`src/logic/rv_core_cfg.svh`:
```
// --------------------------------------------------
// RV32I core configuration
// data width, register file size, reset and PC step
// --------------------------------------------------
`ifndef RV_CORE_CFG_SVH
`define RV_CORE_CFG_SVH

// data and address width
`define RV_XLEN 32

// integer register file
`define RV_NREGS  32
`define RV_REG_AW 5

// fetch sequencing
`define RV_RESET_PC  32'h0000_0000
`define RV_INST_STEP 32'd4

`endif

```
`src/logic/rv_ctrl_pkg.sv`:
```
// --------------------------------------------------
// internal control encodings of the core
// alu operation, operand and result selects
// --------------------------------------------------
package rv_ctrl_pkg;

  typedef enum logic [3:0] {
    alu_add,
    alu_sub,
    alu_sll,
    alu_slt,
    alu_sltu,
    alu_xor,
    alu_srl,
    alu_sra,
    alu_or,
    alu_and
  } alu_op_t;

  typedef enum logic {a_rs1, a_zero} alu_a_sel_t;  // zero feeds lui

  typedef enum logic {b_rs2, b_imm} alu_b_sel_t;

  typedef enum logic [2:0] {imm_i, imm_s, imm_b, imm_j, imm_u} imm_kind_t;

  // write-back source
  typedef enum logic [1:0] {wb_alu, wb_load, wb_link} wb_sel_t;

  // next-PC source
  typedef enum logic [1:0] {pc_seq, pc_branch, pc_jal, pc_jalr} pc_sel_t;

endpackage

```
`src/logic/rv_imm_gen.sv`:
```
// --------------------------------------------------
// rv_imm_gen: sign-extended immediates for the
// I, S, B, J and U instruction formats
// --------------------------------------------------
`timescale 1ns/1ps
`include "rv_core_cfg.svh"

module rv_imm_gen
  import rv_ctrl_pkg::*;
(
  input  logic [`RV_XLEN-1:0] inst,
  input  imm_kind_t           imm_kind,
  output logic [`RV_XLEN-1:0] imm
);

  logic sign;

  assign sign = inst[31];

  always_comb begin
    case (imm_kind)
      imm_s: imm = {{20{sign}}, inst[31:25], inst[11:7]};
      imm_b: begin
        // bit 0 always zero, halfword aligned
        imm = {{19{sign}}, inst[31], inst[7], inst[30:25], inst[11:8], 1'b0};
      end
      imm_j: begin
        imm = {{11{sign}}, inst[31], inst[19:12], inst[20], inst[30:21], 1'b0};
      end
      imm_u:   imm = {inst[31:12], 12'b0};
      default: imm = {{20{sign}}, inst[31:20]};  // I format
    endcase
  end

endmodule

```
`config.mk`:
```
export PLATFORM = sky130hd
export DESIGN_NAME = rv_imm_gen
export DESIGN_NICKNAME = d
export VERILOG_FILES = /design/src/logic/rv_ctrl_pkg.sv /design/src/logic/rv_imm_gen.sv
export VERILOG_INCLUDE_DIRS = /design/src /design/src/logic
export SDC_FILE = /design/constraint.sdc
export NUM_CORES = 1
export LEC_CHECK = 0
export ABC_AREA = 1
export BUFFER_PORTS_ARGS = -buffer_cell sky130_fd_sc_hd__clkbuf_2
export CAP_MARGIN = 0
export CORE_MARGIN = 3
export CORE_UTILIZATION = 35
export DETAILED_ROUTE_END_ITERATION = 10
export GPL_ROUTABILITY_DRIVEN = 0
export PLACE_DENSITY = 0.87
export SYNTH_ARGS = -nofsm -noshare
export SYNTH_HDL_FRONTEND = slang
export SYNTH_SLANG_ARGS = --single-unit
```
`constraint.sdc`:
```
create_clock -name vclk -period 1.2
set_input_delay 0.18 -clock vclk [all_inputs]
set_output_delay 0.18 -clock vclk [all_outputs]
set_load 0.01 [all_outputs]
```
==> results of run 1 <==
## cells in the mapped netlist
cell,instances,share of area [%]
buf_6,3,6.0
nand2_1,31,21
nand4_1,12,13
buf_4,2,2.7
inv_2,1,0.67
nor2_1,14,9.4
nor2_4,1,2.0
inv_6,1,1.6
inv_4,1,1.1
nand3_1,3,2.7
o211ai_1,9,12
nand2_4,1,2.0
nand3_2,1,1.8
nand2_2,1,1.1
nand3_4,3,9.4
o211ai_2,2,4.5
inv_1,11,7.3
buf_2,2,1.8
## worst max-delay path: cells and delay by family
kind	cells	cell delay (ns)
AND/OR/NAND/NOR	4	0.42
buffers and inverters	4	0.45
## how the worst min path moves through the flow
stage / startpoint / end / slack [ns] / cells past startpoint
detailed placement: inst[31] / imm[31] / 0.63 / 2
floorplan: inst[31] / imm[31] / 0.45 / 1
global placement: inst[31] / imm[31] / 0.63 / 2
global route: inst[16] / imm[16] / 0.66 / 4
finish: inst[14] / imm[14] / 0.64 / 4
CTS: inst[18] / imm[18] / 0.64 / 4
## routing by layer
layer | wire, µm | global-route usage, % | vias up
met2 | 1300 | 42.6 | 56
met3 | 180 | 1.95 | 10
met4 | 87 | 7.39 | 0
met5 | 0 | 0 | -
li1 | - | - | 477
met1 | 852 | 24.1 | 440
## kinds of logic (layout without fill, tap and decap cells)
logic type             Yosys count  in the layout  synth area share (%)
buffers and inverters           21             91                  21.2
and+or+nand+nor                 67             68                  62.4
AOI/OAI and AO/OA               11             11                  16.5
## per-stage QoR
stage	setup WS, ns	total power (W)	utilization, %
after floorplan	0.101	0.000227	-
after global placement	-0.0777	0.000403	66.1
after detailed placement	-0.118	0.000415	66.1
after CTS	-0.0323	0.000447	72.7
after global routing	-0.0875	0.000515	77.1
final	-0.0488	0.000478	77.1
## repair_timing
| item | 4_1_cts | 5_1_grt |
|---|---|---|
| setup buffers | 3 | 2 |
| gates cloned | 1 | 0 |
| pin swaps | 6 | 10 |
| setup endpoints to repair | 24 | 25 |
| gates resized for setup | 13 | 30 |
## power by group
group          internal, W  leakage, nW  switching, W
Combinational     0.000223        0.652      0.000255
Clock                    0            0             0
Sequential               0            0             0
Total             0.000223        0.652      0.000255
## final cells by class
| cell class | count | area share, % |
|---|---|---|
| tap | 15 | 1.74 |
| inverter | 14 | 6.73 |
| multi-input combinational | 79 | 43.2 |
| timing repair buffer | 77 | 48.4 |
==> qor.csv, run 1 <==
metric,value,unit
combined area of the multi-input logic cells,465,µm²
Area growth syn-to-layout,92.0,%
row count,13,
Worst-Margin Slew,0.234,ns
VDD IR max,236,µV
Mapped Cells,99,
"Seq/Total Area, Yosys",0,%
Critical Path Sink Type,output pin,
Final Instance Area,1080,µm²
global route overflow,0,
max_cap viols,0,
slowest CP cell,nand3_4,
"commonest non-fill, non-tap cell in the layout",clkbuf_2,
"Min Clock Period, post-route",1.25,ns
FFs & Latches,0,
worst-path cell chain,clkbuf_16 -> inv_8 -> nand3_4 -> nand2_4 -> buf_12 -> nand2_1 -> nand2_1 -> buf_2,
I/O pin count,67,
Initial Utilization,40.2,%
Syn Area/Cell,5.67,µm²
Worst EP required,1.02,ns
WHS,0.638,ns
placed insts,179,
vias,983,
Pre-antenna DRT Iters,4,
# setup viols final,16,
Register Area,0,µm²
initial antenna violation count,0,
GRT Total Usage,22.0,%
RSZ-0062 raised after global routing,true,
Post-Layout Cell Count,185,
Power per Cell Area,444,nW/µm²
fin. max-slew vios,0,
largest net degree at the start of global routing,12,
Slew HR,84.4,%
final hold violation count,0,
Post-route DRC,0,
vias per inst,5.31,
n_diodes,0,
count of cell types in the netlist,18,
first-pass GRT wire length,3580,µm
worst-path fanout max,8,
Critical Path End,imm[18],
PortBufs,60,
largest stage delay on the critical path,0.15,ns
final wirelength,2420,µm
syn nets,134,
vias in the first global route,837,
failing checks,setup timing,
Crit Path Class,input pin to output pin,
"Period Utilization, post-route",104,%
die area,2120,µm²
Max Clk Rate,801,MHz
CORE AREA,1400,µm²
Fillers,108,
Hold WC Path Type,input pin to output pin,
setup TNS,-0.300,ns
CP most frequent cell,nand2_1,
DP HPWL,1760,µm
Post-CTS Hold Buffers,0,
final net count,207,
initial DRC count,21,
"Arr. time, crit path",1.07,ns
Yosys Warn Count,0,
Die Width,46.1,µm
clock buf count,0,
crit path from,imm_kind[1],
ANT nets after route,0,
Die H,46.1,µm
"commonest non-fill, non-tap cells in the layout","clkbuf_2, nand2_1, nor2_1, buf_2, nand4_1",
Leak,0.652,nW
wire per inst,13.1,µm
placed cell area,925,µm²
Netlist Area Pre-Place,562,µm²
share of cells above drive strength 1,55.9,%
status,finished with violations,
Setup WS post-layout,-0.0488,ns
Startpoint Class,input pin,
Power figures use the tool's default switching activity.
==> inputs of run 2 (changes only) <==
- ABC_CLOCK_PERIOD_IN_PS: default -> 1200
- CELL_PAD_IN_SITES_DETAIL_PLACEMENT: default -> 2
- CELL_PAD_IN_SITES_GLOBAL_PLACEMENT: default -> 2
- CORE_UTILIZATION: 35 -> 14
- PLACE_DENSITY: 0.87 -> 0.86
==> qor.csv, run 2 (same netlist as run 1, synthesis figures left out) <==
metric,value,unit,change
Post-Layout Cell Count,217,,was 185
n_diodes,0,,unchanged
# setup viols final,3,,was 16
RSZ-0062 raised after global routing,true,,unchanged
Crit Path Class,input pin to output pin,,unchanged
Leak,0.653,nW,was 0.652 nW
Hold Path End,imm[13],,was imm[14]
global route overflow,0,,unchanged
worst-path fanout max,7,,was 8
final net count,206,,was 207
Initial Utilization,14.9,%,was 40.2%
FFs & Latches,0,,unchanged
CORE AREA,3770,µm²,was 1400 µm²
share of cells above drive strength 1,58.0,%,was 55.9%
Setup WS post-layout,-0.0172,ns,was -0.0488 ns
failing checks,setup timing,,unchanged
I/O pin count,67,,unchanged
row count,22,,was 13
first-pass GRT wire length,4790,µm,was 3580 µm
Power per Cell Area,425,nW/µm²,was 444 nW/µm²
Fillers,485,,was 108
GRT Total Usage,11.6,%,was 22.0%
Startpoint Class,input pin,,unchanged
setup TNS,-0.0246,ns,was -0.300 ns
vias in the first global route,977,,was 837
initial DRC count,18,,was 21
ANT nets after route,0,,unchanged
Die H,69.3,µm,was 46.1 µm
final hold violation count,0,,unchanged
clock buf count,0,,unchanged
max_cap viols,0,,unchanged
wire per inst,13.5,µm,was 13.1 µm
PortBufs,60,,unchanged
Register Area,0,µm²,unchanged
Worst EP required,1.02,ns,about the same
fin. max-slew vios,0,,unchanged
min-delay src,inst[13],,was inst[14]
vias per inst,4.40,,was 5.31
"commonest non-fill, non-tap cells in the layout","clkbuf_2, nand2_1, buf_2",,"was clkbuf_2, nand2_1, nor2_1, buf_2, nand4_1"
placed insts,216,,was 179
Post-route DRC,0,,unchanged
"Arr. time, crit path",1.04,ns,was 1.07 ns
initial antenna violation count,0,,unchanged
"commonest non-fill, non-tap cell in the layout",clkbuf_2,,unchanged
VDD IR max,97.6,µV,was 236 µV
Worst-Margin Slew,0.193,ns,was 0.234 ns
Post-CTS Hold Buffers,0,,unchanged
Area growth syn-to-layout,102,%,was 92.0%
"Min Clock Period, post-route",1.22,ns,was 1.25 ns
Max Clk Rate,822,MHz,was 801 MHz
Pre-antenna DRT Iters,4,,unchanged
worst hold path depth,4,,unchanged
Die Width,69.3,µm,was 46.1 µm
vias,955,,was 983
Slew HR,87.1,%,was 84.4%
Critical Path Sink Type,output pin,,unchanged
die area,4810,µm²,was 2120 µm²
largest net degree at the start of global routing,12,,unchanged
DP HPWL,2490,µm,was 1760 µm
Hold WC Path Type,input pin to output pin,,unchanged
status,finished with violations,,unchanged
"Period Utilization, post-route",101,%,was 104%
final wirelength,2930,µm,was 2420 µm
==> run 2: report_power, final <==
| part | total (W) | switching (W) | internal [W] |
|---|---|---|---|
| registers | 0 | 0 | 0 |
| clock network | 0 | 0 | 0 |
| logic | 0.000481 | 0.000260 | 0.000222 |
==> run 2: routing by layer <==
layer	GRT usage, %	wire length [µm]
met2	22.2	1530
met4	0	0
met1	15.0	1230
met5	0	0
met3	0.725	159
==> run 2: cell type report <==
cell class	instances	area, µm²	area share (%)
Timing Repair Buffer	76	509	45.0
Multi-Input combinational cell	79	488	43.1
Inverter	14	75.1	6.63
Tap cell	48	60.1	5.30
==> run 2: critical path: stages <==
cell	delay (ns)
clkbuf_16	0.14
inv_8	0.06
nand3_4	0.15
buf_6	0.18
o211ai_1	0.08
nand3_1	0.11
clkbuf_2	0.14
==> run 2: per-stage QoR <==
| stage | area (µm²) | setup slack [ns] | util [%] | hold WS (ns) | total power, W |
|---|---|---|---|---|---|
| 6_report | 1130 | -0.0172 | 30.0 | 0.634 | 0.000481 |
| 5_1_grt | 1130 | -0.0840 | 30.0 | 0.661 | 0.000530 |
| 4_1_cts | 1110 | -0.0333 | 29.3 | 0.647 | 0.000482 |
| 3_5_place_dp | 983 | -0.124 | 26.1 | 0.639 | 0.000438 |
| 3_3_place_gp | 983 | -0.0736 | 26.1 | 0.635 | 0.000423 |
| 2_1_floorplan | 562 | 0.101 | - | 0.452 | 0.000227 |
==> run 2: how the worst max path moves through the flow <==
| stage | from | to | slack, ns | cells past startpoint |
|---|---|---|---|---|
| 2_1_floorplan | imm_kind[0] | imm[22] | 0.10 | 5 |
| 3_3_place_gp | imm_kind[1] | imm[4] | -0.07 | 8 |
| 3_5_place_dp | imm_kind[1] | imm[4] | -0.12 | 8 |
| 4_1_cts | imm_kind[0] | imm[26] | -0.03 | 6 |
| 5_1_grt | imm_kind[1] | imm[4] | -0.08 | 8 |
| 6_report | imm_kind[1] | imm[11] | -0.02 | 7 |
==> run 2: repair_timing <==
action                                 4_1_cts  5_1_grt
endpoints found under the hold margin        0        0
buffers inserted                             0        0
setup endpoints to repair                   28       30
resized for setup                           26       33
pin swaps                                    7        8
cloned                                       1        0
==> inputs of run 3 (changes only) <==
--- a/config.mk
+++ b/config.mk
@@ -11,3 +11,3 @@
 export BUFFER_PORTS_ARGS = -buffer_cell sky130_fd_sc_hd__clkbuf_2
-export CAP_MARGIN = 0
+export CAP_MARGIN = 20
 export CELL_PAD_IN_SITES_DETAIL_PLACEMENT = 2
@@ -19,2 +19,3 @@
 export PLACE_DENSITY = 0.86
+export SETUP_SLACK_MARGIN = 0.4
 export SYNTH_ARGS = -nofsm -noshare
==> constraint.sdc (replaced) <==
create_clock -name vclk -period 1.2
set_input_delay 0.06 -clock vclk [all_inputs]
set_output_delay 0.06 -clock vclk [all_outputs]
set_load 0.01 [all_outputs]
==> qor.csv, run 3 (same netlist as run 1, synthesis figures left out) <==
metric,value,unit,change
status,"complete, no violations",,was finished with violations
largest net degree at the start of global routing,12,,unchanged
worst-path fanout max,7,,unchanged
PortBufs,60,,unchanged
"Min Clock Period, post-route",1.02,ns,was 1.22 ns
placed cell area,923,µm²,was 983 µm²
wire per inst,14.4,µm,was 13.5 µm
initial antenna violation count,0,,unchanged
Initial Utilization,14.9,%,unchanged
CP most frequent cell,nand2_1,,
"Arr. time, crit path",0.96,ns,was 1.04 ns
first-pass GRT wire length,5260,µm,was 4790 µm
global route overflow,0,,unchanged
DP HPWL,2290,µm,was 2490 µm
RSZ-0062 raised after global routing,true,,unchanged
Startpoint Class,input pin,,unchanged
Post-Layout Cell Count,224,,was 217
fin. max-slew vios,0,,unchanged
largest stage delay on the critical path,0.19,ns,was 0.18 ns
worst-path cell chain,clkbuf_16 -> clkinv_8 -> nand3_4 -> nand2_4 -> nor2_4 -> nand2_1 -> nand2_1 -> buf_2,,was clkbuf_16 -> inv_8 -> nand3_4 -> buf_6 -> o211ai_1 -> nand3_1 -> clkbuf_2
Worst EP required,1.14,ns,was 1.02 ns
row count,22,,unchanged
Area growth syn-to-layout,127,%,was 102%
"commonest non-fill, non-tap cells in the layout","clkbuf_2, nand2_1, nand2_2",,"was clkbuf_2, nand2_1, buf_2"
vias per inst,4.53,,was 4.40
Post-route DRC,0,,unchanged
VDD IR max,130,µV,was 97.6 µV
Power Total,0.000542,W,was 0.000481 W
Max Clk Rate,985,MHz,was 822 MHz
Power per Cell Area,426,nW/µm²,was 425 nW/µm²
final net count,213,,was 206
"Period Utilization, post-route",84.6,%,was 101%
slowest CP cell,nor2_4,,was buf_6
FFs & Latches,0,,unchanged
Register Area,0,µm²,unchanged
max_cap viols,0,,unchanged
Slew HR,84.5,%,was 87.1%
"commonest non-fill, non-tap cell in the layout",clkbuf_2,,unchanged
setup TNS,0,ns,was -0.0246 ns
Worst-Margin Slew,0.233,ns,was 0.193 ns
ANT nets after route,0,,unchanged
initial DRC count,18,,unchanged
CORE AREA,3770,µm²,unchanged
final hold violation count,0,,unchanged
share of cells above drive strength 1,67.0,%,was 58.0%
n_diodes,0,,unchanged
vias,1015,,was 955
vias in the first global route,1084,,was 977
Pre-antenna DRT Iters,4,,unchanged
Crit Path Class,input pin to output pin,,unchanged
placed insts,207,,was 216
clock buf count,0,,unchanged
Hold WC Path Type,input pin to output pin,,unchanged
Leak,0.701,nW,was 0.653 nW
Critical Path Sink Type,output pin,,unchanged
Die H,69.3,µm,unchanged
Die Width,69.3,µm,unchanged
final wirelength,3230,µm,was 2930 µm
GRT Total Usage,12.9,%,was 11.6%
# setup viols final,0,,was 3
Final Instance Area,1270,µm²,was 1130 µm²
die area,4810,µm²,unchanged
I/O pin count,67,,unchanged
## run 3: changes by cell type in the layout (fill, tap and decap cells not counted), sizes merged
cell and delta:
clkbuf +9, buf -4, inv -3, clkinvlp +2
nand3 +1, clkinv +2
## run 3: power breakdown
| part | total, W | switching (W) | leakage (nW) | internal (W) |
|---|---|---|---|---|
| Sequential | 0 | 0 | 0 | 0 |
| Combinational | 0.000542 | 0.000287 | 0.701 | 0.000255 |
| Clock | 0 | 0 | 0 | 0 |
## run 3: routing by layer
layer / part of all wire, % / vias to the layer above / GRT usage [%] / routed length, µm
met5: 0 / - / 0 / 0
met4: 2.2 / 0 / 2.60 / 72
met3: 4.1 / 6 / 0.435 / 134
met2: 56 / 37 / 26.2 / 1790
met1: 38 / 477 / 14.6 / 1230
li1: - / 495 / - / -
## run 3: area by class of cell
cell class	instances	area, µm²
repair buffers	81	588
repair inverters	1	7.51
fillers	473	2500
well taps	48	60.1
multi-input cells	80	533
inverters	14	83.8
## run 3: path summary, 6_finish.rpt
check	startpoint	end	slack (ns)	cells after the start
min	inst[19]	imm[19]	0.39	4
max	imm_kind[1]	imm[4]	0.18	8
## run 3: worst max-delay path: cells and delay by family
kind	cells	cell delay, ns
buffers and inverters	3	0.31
and+or+nand+nor	5	0.57
## run 3: timing repair
action,in CTS,in global routing
cloned,2,1
setup endpoints to repair,31,31
pin swaps,12,11
gates resized for setup,26,41
hold buffers,0,0
buffers inserted,12,2
## run 3: per-stage QoR
stage	utilization, %	hold slack, ns	setup slack (ns)
floorplan	-	0.212	0.369
global placement	24.5	0.394	0.0797
detailed placement	24.5	0.397	0.0611
CTS	30.4	0.409	0.187
global route	33.7	0.412	0.102
finish	33.7	0.391	0.185
